$ cat src/rvdec_defs.svh
// Shared macros for the instruction decode stage, included by the package and the RTL modules
`ifndef RVDEC_DEFS_SVH
`define RVDEC_DEFS_SVH

//////////////////////////////
// Instruction word
//////////////////////////////

// Width of one fetched instruction word
`define RVDEC_ILEN 32

//////////////////////////////
// Custom system extension
//////////////////////////////

// Upper six bits that mark WFE inside the SYSTEM opcode
// Reserved fields of the word must all be zero as well
`define RVDEC_WFE_FUNCT6 6'b100011

// Custom decoder enable
// 1 builds the WFE decoder
// 0 leaves it out so WFE decodes as illegal
`define RVDEC_X_EXT_EN 1

`endif

$ cat src/rvdec_pkg.sv
// Types shared by the decode stage: opcode and operation enums, control structs, illegal constant
`include "rvdec_defs.svh"

package rvdec_pkg;

  //////////////////////////////
  // Opcode field
  //////////////////////////////

  // Only the three groups handled by this stage
  // Any other value in bits 6..0 is illegal
  typedef enum logic [6:0] {
    OPCODE_OP_IMM = 7'h13,
    OPCODE_OP     = 7'h33,
    OPCODE_SYSTEM = 7'h73
  } opcode_e;

  //////////////////////////////
  // Operation codes
  //////////////////////////////

  // Integer ALU operations
  typedef enum logic [3:0] {
    ALU_ADD  = 4'd0,
    ALU_SUB  = 4'd1,
    ALU_SLL  = 4'd2,
    ALU_SLT  = 4'd3,
    ALU_SLTU = 4'd4,
    ALU_XOR  = 4'd5,
    ALU_SRL  = 4'd6,
    ALU_SRA  = 4'd7,
    ALU_OR   = 4'd8,
    ALU_AND  = 4'd9
  } alu_op_e;

  // Multiply/divide operations
  // Encoding equals funct3 of the M extension
  typedef enum logic [2:0] {
    MUL_MUL    = 3'b000,
    MUL_MULH   = 3'b001,
    MUL_MULHSU = 3'b010,
    MUL_MULHU  = 3'b011,
    MUL_DIV    = 3'b100,
    MUL_DIVU   = 3'b101,
    MUL_REM    = 3'b110,
    MUL_REMU   = 3'b111
  } mul_op_e;

  //////////////////////////////
  // Structs
  //////////////////////////////

  // Request from the controller
  // No-sleep is raised while debug forbids entering sleep
  typedef struct packed {
    logic debug_wfi_no_sleep;
  } ctrl_fsm_t;

  // Decoded control, produced by every sub-decoder
  typedef struct packed {
    logic    alu_en;
    alu_op_e alu_op;
    logic    alu_op_b_imm;
    logic    mul_en;
    mul_op_e mul_op;
    logic    sys_en;
    logic    sys_wfe_insn;
    logic    rf_we;
    logic    illegal_insn;
  } decoder_ctrl_t;

  // Payload handed from ID to execute
  typedef struct packed {
    decoder_ctrl_t           ctrl;
    logic [4:0]              rs1;
    logic [4:0]              rs2;
    logic [4:0]              rd;
    logic [`RVDEC_ILEN-1:0]  imm;
  } id_ex_t;

  // Every unit disabled, only the illegal flag raised
  localparam decoder_ctrl_t DECODER_CTRL_ILLEGAL_INSN = '{
    alu_en:       1'b0,
    alu_op:       ALU_ADD,
    alu_op_b_imm: 1'b0,
    mul_en:       1'b0,
    mul_op:       MUL_MUL,
    sys_en:       1'b0,
    sys_wfe_insn: 1'b0,
    rf_we:        1'b0,
    illegal_insn: 1'b1
  };

endpackage

$ cat src/rvdec_i_decoder.sv
// Combinational sub-decoder for the OP and OP-IMM integer ALU group, used inside rvdec_decoder
`timescale 1ns/1ps
`include "rvdec_defs.svh"

module rvdec_i_decoder (
  input  logic [`RVDEC_ILEN-1:0]  instr_rdata_i,
  output rvdec_pkg::decoder_ctrl_t decoder_ctrl_o
);

  // Instruction fields
  logic [6:0]         opcode;
  logic [2:0]         funct3;
  logic [6:0]         funct7;

  // Classification result
  logic               legal;
  rvdec_pkg::alu_op_e alu_op;
  logic               op_b_imm;

  assign opcode = instr_rdata_i[6:0];
  assign funct3 = instr_rdata_i[14:12];
  assign funct7 = instr_rdata_i[31:25];

  //////////////////////////////
  // Field classification
  //////////////////////////////

  always_comb begin
    legal    = 1'b0;
    alu_op   = rvdec_pkg::ALU_ADD;
    op_b_imm = 1'b0;

    unique case (opcode)
      rvdec_pkg::OPCODE_OP: begin
        // Register-register forms
        if (funct7 == 7'b000_0000) begin
          legal = 1'b1;
          unique case (funct3)
            3'b000: alu_op = rvdec_pkg::ALU_ADD;
            3'b001: alu_op = rvdec_pkg::ALU_SLL;
            3'b010: alu_op = rvdec_pkg::ALU_SLT;
            3'b011: alu_op = rvdec_pkg::ALU_SLTU;
            3'b100: alu_op = rvdec_pkg::ALU_XOR;
            3'b101: alu_op = rvdec_pkg::ALU_SRL;
            3'b110: alu_op = rvdec_pkg::ALU_OR;
            3'b111: alu_op = rvdec_pkg::ALU_AND;
          endcase
        end else if (funct7 == 7'b010_0000) begin
          // Alternate encoding only exists for SUB and SRA
          if (funct3 == 3'b000) begin
            legal  = 1'b1;
            alu_op = rvdec_pkg::ALU_SUB;
          end else if (funct3 == 3'b101) begin
            legal  = 1'b1;
            alu_op = rvdec_pkg::ALU_SRA;
          end
        end
        // funct7 0000001 is left to the M decoder
      end

      rvdec_pkg::OPCODE_OP_IMM: begin
        // Operand B is the I-immediate
        op_b_imm = 1'b1;
        unique case (funct3)
          3'b000: begin
            legal  = 1'b1;
            alu_op = rvdec_pkg::ALU_ADD;
          end
          3'b010: begin
            legal  = 1'b1;
            alu_op = rvdec_pkg::ALU_SLT;
          end
          3'b011: begin
            legal  = 1'b1;
            alu_op = rvdec_pkg::ALU_SLTU;
          end
          3'b100: begin
            legal  = 1'b1;
            alu_op = rvdec_pkg::ALU_XOR;
          end
          3'b110: begin
            legal  = 1'b1;
            alu_op = rvdec_pkg::ALU_OR;
          end
          3'b111: begin
            legal  = 1'b1;
            alu_op = rvdec_pkg::ALU_AND;
          end
          3'b001: begin
            // Shift amount is 5 bits on RV32, upper bits must be zero
            legal  = (funct7 == 7'b000_0000);
            alu_op = rvdec_pkg::ALU_SLL;
          end
          3'b101: begin
            // SRLI or SRAI, selected by bit 30
            if (funct7 == 7'b000_0000) begin
              legal  = 1'b1;
              alu_op = rvdec_pkg::ALU_SRL;
            end else if (funct7 == 7'b010_0000) begin
              legal  = 1'b1;
              alu_op = rvdec_pkg::ALU_SRA;
            end
          end
        endcase
      end

      default: begin
        // Not an ALU opcode
        legal = 1'b0;
      end
    endcase
  end

  //////////////////////////////
  // Control output
  //////////////////////////////

  always_comb begin
    decoder_ctrl_o = rvdec_pkg::DECODER_CTRL_ILLEGAL_INSN;
    if (legal) begin
      decoder_ctrl_o.illegal_insn = 1'b0;
      decoder_ctrl_o.alu_en       = 1'b1;
      decoder_ctrl_o.alu_op       = alu_op;
      decoder_ctrl_o.alu_op_b_imm = op_b_imm;
      // Every ALU instruction writes rd
      decoder_ctrl_o.rf_we        = 1'b1;
    end
  end

endmodule

$ cat src/rvdec_m_decoder.sv
// Combinational sub-decoder for the M extension multiply/divide group, used inside rvdec_decoder
`timescale 1ns/1ps
`include "rvdec_defs.svh"

module rvdec_m_decoder (
  input  logic [`RVDEC_ILEN-1:0]  instr_rdata_i,
  output rvdec_pkg::decoder_ctrl_t decoder_ctrl_o
);

  // OP opcode with the MULDIV funct7
  logic is_muldiv;

  assign is_muldiv = (instr_rdata_i[6:0] == rvdec_pkg::OPCODE_OP) &&
                     (instr_rdata_i[31:25] == 7'b000_0001);

  always_comb begin
    // Default is no match
    decoder_ctrl_o = rvdec_pkg::DECODER_CTRL_ILLEGAL_INSN;

    if (is_muldiv) begin
      decoder_ctrl_o.illegal_insn = 1'b0;
      decoder_ctrl_o.mul_en       = 1'b1;
      // All eight funct3 values are defined
      // Operation code follows funct3 directly
      decoder_ctrl_o.mul_op       = rvdec_pkg::mul_op_e'(instr_rdata_i[14:12]);
      decoder_ctrl_o.rf_we        = 1'b1;
    end
  end

endmodule

$ cat src/rvdec_x_decoder.sv
// Combinational sub-decoder for the custom WFE instruction with sleep suppression, in rvdec_decoder
`timescale 1ns/1ps
`include "rvdec_defs.svh"

module rvdec_x_decoder (
  input  logic [`RVDEC_ILEN-1:0]  instr_rdata_i,
  input  rvdec_pkg::ctrl_fsm_t     ctrl_fsm_i,
  output rvdec_pkg::decoder_ctrl_t decoder_ctrl_o
);

  // Exact WFE encoding
  // SYSTEM opcode, funct3 zero, rs1/rs2/rd and bit 25 zero, custom upper bits
  logic wfe_match;

  assign wfe_match = (instr_rdata_i[6:0] == rvdec_pkg::OPCODE_SYSTEM) &&
                     (instr_rdata_i[14:12] == 3'b000) &&
                     ({instr_rdata_i[25:15], instr_rdata_i[11:7]} == '0) &&
                     (instr_rdata_i[31:26] == `RVDEC_WFE_FUNCT6);

  always_comb begin
    decoder_ctrl_o = rvdec_pkg::DECODER_CTRL_ILLEGAL_INSN;

    if (wfe_match) begin
      decoder_ctrl_o.illegal_insn = 1'b0;
      decoder_ctrl_o.sys_en       = 1'b1;
      // Debug may forbid sleeping
      // then WFE retires as a plain system no-op
      decoder_ctrl_o.sys_wfe_insn = ~ctrl_fsm_i.debug_wfi_no_sleep;
    end
  end

endmodule

$ cat src/rvdec_decoder.sv
// Combining decoder: runs the three sub-decoders in parallel and merges their control structs
`timescale 1ns/1ps
`include "rvdec_defs.svh"

module rvdec_decoder (
  input  logic [`RVDEC_ILEN-1:0]  instr_rdata_i,
  input  rvdec_pkg::ctrl_fsm_t     ctrl_fsm_i,
  output rvdec_pkg::decoder_ctrl_t decoder_ctrl_o
);

  // One result per group
  rvdec_pkg::decoder_ctrl_t i_ctrl;
  rvdec_pkg::decoder_ctrl_t m_ctrl;
  rvdec_pkg::decoder_ctrl_t x_ctrl;

  //////////////////////////////
  // Sub-decoders
  //////////////////////////////

  rvdec_i_decoder i_decoder_i (
    .instr_rdata_i  (instr_rdata_i),
    .decoder_ctrl_o (i_ctrl)
  );

  rvdec_m_decoder m_decoder_i (
    .instr_rdata_i  (instr_rdata_i),
    .decoder_ctrl_o (m_ctrl)
  );

  // Custom group only when the extension is built in
  if (`RVDEC_X_EXT_EN != 0) begin : gen_x_decoder
    rvdec_x_decoder x_decoder_i (
      .instr_rdata_i  (instr_rdata_i),
      .ctrl_fsm_i     (ctrl_fsm_i),
      .decoder_ctrl_o (x_ctrl)
    );
  end else begin : gen_no_x_decoder
    // Without the extension WFE never gets claimed
    assign x_ctrl = rvdec_pkg::DECODER_CTRL_ILLEGAL_INSN;
  end

  //////////////////////////////
  // Merge
  //////////////////////////////

  // Groups are exclusive by opcode and function fields
  // so at most one result has illegal_insn low
  always_comb begin
    decoder_ctrl_o = rvdec_pkg::DECODER_CTRL_ILLEGAL_INSN;
    if (!i_ctrl.illegal_insn) begin
      decoder_ctrl_o = i_ctrl;
    end else if (!m_ctrl.illegal_insn) begin
      decoder_ctrl_o = m_ctrl;
    end else if (!x_ctrl.illegal_insn) begin
      decoder_ctrl_o = x_ctrl;
    end
  end

endmodule

$ cat src/rvdec_id_stage.sv
// Top level of the ID stage: decodes a fetched word and registers it for execute with valid/ready
`timescale 1ns/1ps
`include "rvdec_defs.svh"

module rvdec_id_stage (
  input  logic                   clk,
  input  logic                   rst_i,

  // Fetch side
  input  logic [`RVDEC_ILEN-1:0] instr_rdata_i,
  input  logic                   if_valid_i,
  output logic                   id_ready_o,

  // Controller
  input  rvdec_pkg::ctrl_fsm_t   ctrl_fsm_i,

  // Execute side
  output logic                   id_valid_o,
  output rvdec_pkg::id_ex_t      id_ex_o,
  input  logic                   ex_ready_i
);

  // Decoded control for the incoming word
  rvdec_pkg::decoder_ctrl_t dec_ctrl;

  // Next and current ID/EX payload
  rvdec_pkg::id_ex_t        id_ex_d;
  rvdec_pkg::id_ex_t        id_ex_q;

  // Output register holds a word
  logic                     valid_q;
  // Handshake on the fetch side
  logic                     accept;

  //////////////////////////////
  // Decode
  //////////////////////////////

  rvdec_decoder decoder_i (
    .instr_rdata_i  (instr_rdata_i),
    .ctrl_fsm_i     (ctrl_fsm_i),
    .decoder_ctrl_o (dec_ctrl)
  );

  // Operand fields pass through for every word, illegal ones too
  assign id_ex_d.ctrl = dec_ctrl;
  assign id_ex_d.rs1  = instr_rdata_i[19:15];
  assign id_ex_d.rs2  = instr_rdata_i[24:20];
  assign id_ex_d.rd   = instr_rdata_i[11:7];
  // I-immediate, sign-extended from bit 31
  assign id_ex_d.imm  = {{(`RVDEC_ILEN-12){instr_rdata_i[31]}}, instr_rdata_i[31:20]};

  //////////////////////////////
  // Handshake
  //////////////////////////////

  // Free slot, or the current word leaves this cycle
  assign id_ready_o = ~valid_q | ex_ready_i;
  assign accept     = if_valid_i & id_ready_o;

  // Valid flag
  always_ff @(posedge clk) begin
    if (rst_i) begin
      valid_q <= 1'b0;
    end else if (id_ready_o) begin
      // Refill or drain, held under back-pressure
      valid_q <= if_valid_i;
    end
  end

  // Payload only moves on an accepted word
  // no-sleep is captured here through dec_ctrl
  always_ff @(posedge clk) begin
    if (accept) begin
      id_ex_q <= id_ex_d;
    end
  end

  assign id_valid_o = valid_q;
  assign id_ex_o    = id_ex_q;

endmodule

$ cat config.mk
export PLATFORM = sky130hd
export DESIGN_NAME = rvdec_id_stage
export DESIGN_NICKNAME = d
export VERILOG_FILES = /design/src/rvdec_pkg.sv /design/src/rvdec_i_decoder.sv /design/src/rvdec_m_decoder.sv /design/src/rvdec_x_decoder.sv /design/src/rvdec_decoder.sv /design/src/rvdec_id_stage.sv
export VERILOG_INCLUDE_DIRS = /design/src
export SDC_FILE = /design/constraint.sdc
export NUM_CORES = 1
export LEC_CHECK = 0
export CORE_MARGIN = 4
export CORE_UTILIZATION = 44
export CTS_BUF_LIST = sky130_fd_sc_hd__clkbuf_16
export CTS_CLUSTER_SIZE = 25
export DETAILED_ROUTE_END_ITERATION = 7
export DONT_BUFFER_PORTS = 1
export GPL_TIMING_DRIVEN = 1
export HOLD_SLACK_MARGIN = 0.1
export PLACE_DENSITY = 0.61
export REMOVE_ABC_BUFFERS = 1
export SYNTH_ARGS = -nofsm -noshare
export SYNTH_HDL_FRONTEND = slang
export SYNTH_SLANG_ARGS = --single-unit
$ cat constraint.sdc
create_clock -name clk -period 3 [get_ports clk]
set_input_delay 0.15 -clock clk [delete_from_list [all_inputs] [get_ports clk]]
set_output_delay 0.15 -clock clk [all_outputs]
set_load 0.01 [all_outputs]
==> results of run 1 <==
## cell usage after synthesis, drive strengths merged
cell,n,area share
a2111oi,2,0.020
a211oi,3,0.019
a21oi,3,0.0082
a22o,1,0.0048
a22oi,2,0.0082
a311oi,1,0.014
and2,5,0.017
and4b,1,0.0054
buf,25,0.10
clkbuf,1,0.0020
dfxtp,1,0.011
edfxtp,36,0.59
ha,4,0.027
inv,4,0.0082
nand2,8,0.016
nand2b,4,0.014
nand3,3,0.011
nand4,2,0.0068
nand4b,2,0.0095
nor2,12,0.026
nor2b,1,0.0034
nor3,2,0.0054
nor4,7,0.040
nor4b,1,0.0048
o21ai,3,0.0082
o22ai,1,0.0034
or2,2,0.0068
or3,1,0.0041
or4b,1,0.0054
## per-stage QoR
stage               setup WS [ns]  cell area (um^2)  hold WS, ns
finish                       1.31              2160        0.177
floorplan                    1.21              1650        0.219
global placement             1.33              1740        0.220
global route                 1.18              2160        0.199
CTS                          1.30              2160        0.171
detailed placement           1.34              1740        0.225
## cell type report
class                           instances  area [um^2]  area share
Clock buffer                            5          125      0.0578
Clock inverter                          3         12.5     0.00578
Inverter                                4         15.0     0.00694
Multi-Input combinational cell         72          531       0.245
Sequential cell                        37         1100       0.509
Tap cell                               50         62.6      0.0289
Timing Repair Buffer                   31          318       0.147
## repair_timing
action,4_1_cts,5_1_grt
hold endpoints to repair,29,0
hold buffers,29,0
resized for setup,0,0
setup buffers,0,0
## state kept, by name (all words and copies together) (netlist names)
name	flops
id_ex_o	36
id_valid_o	1
## metal layers
layer  up-vias  GRT usage  wire [um]
met5         -          0          0
met4         0     0.0984        115
met3        12     0.0565        361
met2        76      0.269       2050
met1       539      0.185       1550
li1        516          -          -
## kinds of logic (layout without fill, tap and decap cells)
kind of cell,after synthesis,count (layout)
flops,37,37
simple gates,52,52
compound gates,16,16
fa+ha+maj,4,4
buf+inv,30,43
## worst reg2reg max path: stages (launching register included)
cell and delay (ns):
dfxtp_1 0.34, nand2b_1 0.17, and2_1 0.15, buf_4 0.39
## how the worst max path moves through the flow
stage / from / to / depth (start not counted)
6_report: id_ex_o[11] / id_ex_o[11] / 1
5_1_grt: id_ex_o[11] / id_ex_o[11] / 1
4_1_cts: id_ex_o[11] / id_ex_o[11] / 1
3_5_place_dp: instr_rdata_i[3] / id_ex_o[59] / 5
3_3_place_gp: instr_rdata_i[13] / id_ex_o[47] / 6
2_1_floorplan: id_valid_o / id_ex_o[10] / 2
## power by group through the flow
stage / Sequential [mW] / Clock (mW) / Combinational (mW)
after floorplan: 0.647 / 0 / 0.0375
after global placement: 0.645 / 0 / 0.0558
after detailed placement: 0.646 / 0 / 0.0577
after CTS: 0.636 / 0.491 / 0.0906
after global routing: 0.637 / 0.518 / 0.0998
final: 0.634 / 0.485 / 0.0910
==> flow_summary.toml, run 1 <==
[run_status]
status = "complete, no violations"

[critical_path]
end_kind = "primary output"
r2r_start = "id_valid_o"
regToRegSetupSlack_ns = 1.59
slowest_stage = "edfxtp_1"
cp_max_fo = 12
crit_arrival_ns = 1.54
critical_path_class = "reg2out"
r2r-end = "id_ex_o[53]"
crit_chain = "buf_12"
start_kind = "register"
max_stage_delay_ns = 0.98
r2r_cells = 3
crit_family = "flip-flops"
path_buf_inv = 1
worstPathRequired_ns = 2.85

[global_route]
grt_pass1_vias = 1210
grt_pass1_wl_um = 6420
grt_max_degree = 37
grt.total_usage = 0.164
overflow = 0
grt_antenna_before_repair = 0

[timing]
worst_pin_slew_ns = 0.954
setup_violations = 0
tns_ns = 0
fmax_mhz = 592
maxSlewViolCount = 0
min_period_ns = 1.69
final.period_utilization = 0.564
rsz0062_at_grt = "no"
maxSlewHeadroom = 0.365
final_hold_viol_count = 0
skew_ns = 0.00534

[finish]
drive_above_1_share = 0.118
area_delta_synth_final_pct = 17.8
final_common_cell = "edfxtp_1"
fillerInstances = 335
fin_util = 0.537
final_cell_count_no_fill = 202
fin_nets = 192
layout_common_cells = "edfxtp_1, dlygate4sd3_1, nor2_1, nand2_1"
n_antenna_cell = 0

[cts]
clkSinkCount = 37
clk_pin_slew_ns = 0.05
cts_tree = "yes"
h-tree-depth = 2
clockBufferDepth = 2
clockRootBuffer = "clkbuf_16"
clk_latency_ns = 0.28
cts_buffers = 5

[die]
die_y_um = 72.6
std_cell_rows = 23
initial_core_util = 0.456
fp.dieW_um = 72.6
core_area_mm2 = 0.00403
die_area_mm2 = 0.00528
pin_count = 100

[logic_synthesis]
synth_xor_area_frac = 0
synth-adder-area-share = 0.0272
synth_cell_type_count = 34
avgSynthCellArea_um2 = 13.2
synth-seq-cells = 37
synth_mux_area_frac = 0
syn_area_mm2 = 0.00184
synth-compound-area-share = 0.0858
ys_warn_count = 0
yosys.area_share.simple = 0.176
syn_inst = 139
synth_top_family_by_area = "simple AND/OR/NAND/NOR gates"
ys_seq_area_frac = 0.599

[routing]
drtPass1Iterations = 4
routed_wl_um = 4070
wire_per_inst_um = 20.1
drcViolationCount = 0
drt_iter0_drc = 98
ant_nets = 0
vias = 1143
via_per_inst = 5.66

[hold_path]
hold_end = "id_ex_o[50]"
min_from = "instr_rdata_i[5]"
worstHoldPathCells = 2
hold_path.class = "in2reg"

[power]
comb_power_share = 0.075
clockPowerShare = 0.401
leakage_nw = 0.737
p_switching_uw = 266
power.total_mw = 1.21
p_int_uw = 945
seqPwrFrac = 0.524
netSwitchingFraction = 0.220
powerDensity_mw_per_mm2 = 559
ir_worst_vdd_v = 0.000291

[placement]
placed_cells = 165
place_hpwl_um = 2830
place_congestion = 0.836
io_buffer_count = 0

[run]
maxCapViolations = 0
No activity file was read; power rests on OpenSTA's default activity.
==> run 2: changes to the inputs <==
PLACE_DENSITY = 0.63   (was 0.61)
clock period = 1.5 ns   (was 3 ns; I/O delays follow)
==> run 2 against run 1 <==
Net effect: clock power grew 130%; routed wire length fell by 3.6%; combinational power rose by 120%; final area rose by 3.5%; power is 110% higher; setup slack got worse by 1.1 ns; count of clock-buffer cells in the layout stayed put; clock skew fell by 0.0014 ns; critical path depth grew 2; die area unchanged; highest routed layer unchanged.
==> flow_summary.toml, run 2 (synthesis results as in run 1) <==
[critical_path]
critPathCapture = "id_valid_o"
start_kind = "register"
r2r-end = "id_valid_o"
end_kind = "register"
regToRegSetupSlack_ns = 0.18
worstPathRequired_ns = 1.72
cp_max_fo = 3
r2r_start = "id_valid_o"
crit_arrival_ns = 1.54
crit_start = "id_valid_o"
r2r_cells = 3
critical_path_class = "reg2reg"

[timing]
skew_ns = 0.00390
setup_violations = 0
maxSlewViolCount = 0
maxSlewHeadroom = 0.650
worst_pin_slew_ns = 0.512
rsz0062_at_grt = "no"
final_hold_viol_count = 0
min_period_ns = 1.32
final.period_utilization = 0.881
fmax_mhz = 757

[routing]
drcViolationCount = 0
maxUsedRoutingLayer = "met4"
drt-met1-wl_um = 1500
via_per_inst = 5.50
met2_length_um = 2020
wl_met3_um = 338
drtPass1Iterations = 4
ant_nets = 0
routed_wl_um = 3920
wire_per_inst_um = 19.0
vias = 1138
drt_iter0_drc = 106

[finish]
n_antenna_cell = 0
drive_above_1_share = 0.146
layout_common_cells = "edfxtp_1, dlygate4sd3_1, nor2_1, nand2_1"
final_cell_count_no_fill = 207
area_delta_synth_final_pct = 21.9
multi_input_area_um2 = 531
fin_nets = 197
fillerInstances = 347
largest_reg_flops = 36
final_cell_area_mm2 = 0.00224
final_common_cell = "edfxtp_1"
regArea_mm2 = 0.00110
fin_util = 0.556

[global_route]
grt_pass1_wl_um = 6070
grt_pass1_vias = 1181
overflow = 0
grt_antenna_before_repair = 0
grt_max_degree = 37
grt.total_usage = 0.155

[cts]
clk_latency_ns = 0.27
cts_setup_buffers = 0
clockBufferDepth = 2
clkSinkCount = 37
cts_buffers = 5
clk_pin_slew_ns = 0.05
cts_tree = "yes"
h-tree-depth = 2
clockRootBuffer = "clkbuf_16"

[power]
power.total_mw = 2.59
ir_worst_vdd_v = 0.000464
powerDensity_mw_per_mm2 = 1150
leakage_nw = 0.780

[die]
die_area_mm2 = 0.00528
initial_core_util = 0.456
std_cell_rows = 23
die_y_um = 72.6
fp.dieW_um = 72.6
core_area_mm2 = 0.00403
pin_count = 100

[placement]
place_hpwl_um = 2770
place_area_mm2 = 0.00179
place_congestion = 0.878
io_buffer_count = 0
placed_cells = 170

[run]
maxCapViolations = 0

[hold_path]
hold_path.class = "in2reg"

[run_status]
status = "complete, no violations"
==> run 2: changes by cell type in the layout (fill, tap and decap cells not counted) <==
| cell | before | now |
|---|---|---|
| clkinv_2 | 1 | 0 |
| buf_12 | 1 | 2 |
| inv_1 | 4 | 5 |
| clkinv_1 | 2 | 1 |
| buf_4 | 1 | 5 |
| bufinv_16 | 0 | 1 |
==> run 2: final cells by class <==
cell class | instances | share of cell area
sequential | 37 | 0.492
inverter | 4 | 0.00670
clock buffer | 5 | 0.0559
timing repair buffer | 36 | 0.164
multi-input combinational | 72 | 0.237
tap | 50 | 0.0279
clock inverter | 3 | 0.0168
==> run 2: layer usage <==
layer  GRT usage  vias up
li1            -      526
met1       0.182      527
met2       0.262       79
met3      0.0482        6
met4      0.0615        0
met5           0        -
==> run 2: repair_timing <==
action / CTS / global route
endpoints found under the hold margin: 29 / 0
hold buffers: 29 / 0
resized for setup: 0 / 0
==> run 2: stage by stage <==
step           hold slack (ns)  TNS (ns)  worst slack (ns)
2_1_floorplan            0.144    -13.63            -0.294
3_3_place_gp             0.145         0            0.0251
3_5_place_dp             0.149         0            0.0151
4_1_cts                  0.113         0             0.192
5_1_grt                  0.123         0             0.118
6_report                 0.117         0             0.179
==> run 2: how the worst min path moves through the flow <==
stage,from,end,slack [ns],cells past startpoint
after floorplan,rst_i,id_valid_o,0.14,1
after global placement,rst_i,id_valid_o,0.14,1
after detailed placement,rst_i,id_valid_o,0.15,1
after CTS,instr_rdata_i[14],id_ex_o[59],0.11,2
after global routing,instr_rdata_i[14],id_ex_o[59],0.12,2
final,instr_rdata_i[14],id_ex_o[59],0.12,2
==> run 2: worst max-delay path, stage by stage (launching register included) <==
cell           delay, ns
dfxtp_1             0.38
nand2b_1            0.15
a21oi_1             0.17
dlygate4sd3_1       0.56
==> run 2: where the power goes <==
group / internal (mW) / switching (mW) / leakage, nW
Clock: 0.771 / 0.355 / 0.0826
Sequential: 1.20 / 0.0554 / 0.358
Combinational: 0.0977 / 0.105 / 0.339
Total: 2.07 / 0.516 / 0.780
==> run 3: changes to the inputs <==
CORE_ASPECT_RATIO = 0.8   (was default)
==> run 3 against run 2 <==
Net effect: clock power is 12% lower; critical path depth did not move; sequential power about the same; die area increased by 0.13%; register-to-register slack got worse by 0.05 ns; core utilization increased by 1.6 points; critical endpoint unchanged; highest routed layer unchanged.
==> flow_summary.toml, run 3 (synthesis results as in run 1) <==
[timing]
skew_ns = 0.00324
min_period_ns = 1.37
final.period_utilization = 0.913
final_hold_viol_count = 0
maxSlewHeadroom = 0.700
worst_slack_ns = 0.131
maxSlewViolCount = 0
worst_pin_slew_ns = 0.439
setup_violations = 0
fmax_mhz = 730
rsz0062_at_grt = "no"

[power]
ir_worst_vdd_v = 0.000508
power.total_mw = 2.46
powerDensity_mw_per_mm2 = 1100
leakage_nw = 0.771

[finish]
fin_nets = 198
final_cell_count_no_fill = 213
drive_above_1_share = 0.152
area_delta_synth_final_pct = 21.4
fillerInstances = 323
final_cell_area_mm2 = 0.00223
layout_common_cells = "edfxtp_1, dlygate4sd3_1, nor2_1, nand2_1, buf_4"
final_common_cell = "edfxtp_1"
fin_util = 0.572
n_antenna_cell = 0
largest_reg_flops = 36

[die]
initial_core_util = 0.471
std_cell_rows = 20
fp.dieW_um = 80.3
pin_count = 100
die_y_um = 65.8
core_area_mm2 = 0.00390
die_area_mm2 = 0.00528

[routing]
met2_length_um = 2020
drt-met1-wl_um = 1820
maxUsedRoutingLayer = "met4"
wl_met3_um = 282
drcViolationCount = 0
drtPass1Iterations = 4
drt_iter0_drc = 42
routed_wl_um = 4150
vias = 1149
via_per_inst = 5.39
ant_nets = 0
wire_per_inst_um = 19.5

[critical_path]
path_buf_inv = 1
end_kind = "register"
worstPathRequired_ns = 1.71
critical_path_class = "reg2reg"
slowest_stage = "dlygate4sd3_1"
max_stage_delay_ns = 0.59
start_kind = "register"
crit_chain = "nand2b_1, a21oi_1, dlygate4sd3_1"
crit_arrival_ns = 1.58
cp_max_fo = 3
crit_family = "buffers and inverters"

[placement]
io_buffer_count = 0
preCtsSetupSlack_ns = -0.0348
placed_cells = 176
place_congestion = 0.854
place_hpwl_um = 2930
place_area_mm2 = 0.00180

[cts]
cts_setup_buffers = 0
clockBufferDepth = 2
h-tree-depth = 2
cts_buffers = 5
clockRootBuffer = "clkbuf_16"
cts_resized = 0
clkSinkCount = 37
clk_latency_ns = 0.27
clk_pin_slew_ns = 0.06
cts_tree = "yes"

[global_route]
grt_antenna_before_repair = 0
grt.total_usage = 0.166
grt_max_degree = 37
overflow = 0
grt_pass1_vias = 1208
grt_pass1_wl_um = 6490

[hold_path]
hold_path.class = "in2reg"

[run]
maxCapViolations = 0

[run_status]
status = "complete, no violations"
==> run 3: area by class of cell <==
class | count | area [um^2] | share of cell area
Timing Repair Buffer | 37 | 375 | 0.168
Multi-Input combinational cell | 72 | 531 | 0.238
Tap cell | 55 | 68.8 | 0.0308
Clock buffer | 5 | 125 | 0.0561
Inverter | 4 | 15.0 | 0.00673
Clock inverter | 3 | 16.3 | 0.00729
Sequential cell | 37 | 1100 | 0.493
==> run 3: where the power goes <==
group	internal, mW	total, mW	switching (mW)
registers	1.20	1.26	0.0560
clock network	0.609	0.990	0.382
logic	0.0995	0.209	0.110
==> run 3: worst paths after layout <==
check / start / endpoint / slack (ns) / cells after the start
min: instr_rdata_i[14] / id_ex_o[59] / 0.11 / 2
min reg2reg: id_valid_o / id_ex_o[4] / 1.10 / 3
max: id_valid_o / id_valid_o / 0.13 / 3
max reg2reg: id_valid_o / id_valid_o / 0.13 / 3
==> run 3: what timing repair did <==
action | 4_1_cts | 5_1_grt
endpoints found under the setup margin | 0 | 0
hold buffers | 29 | 0
hold endpoints to repair | 29 | 0
==> run 3: stage by stage <==
stage          setup TNS, ns  hold slack [ns]
6_report                   0            0.109
2_1_floorplan         -13.63            0.144
4_1_cts                    0            0.104
3_3_place_gp        -0.00921            0.146
3_5_place_dp         -0.0348            0.149
5_1_grt                    0            0.114
==> run 3: routing by layer <==
layer  global-route usage  vias up
li1                     -      526
met1                0.221      571
met2                0.256       50
met3               0.0572        2
met4               0.0506        0
met5                    0        -
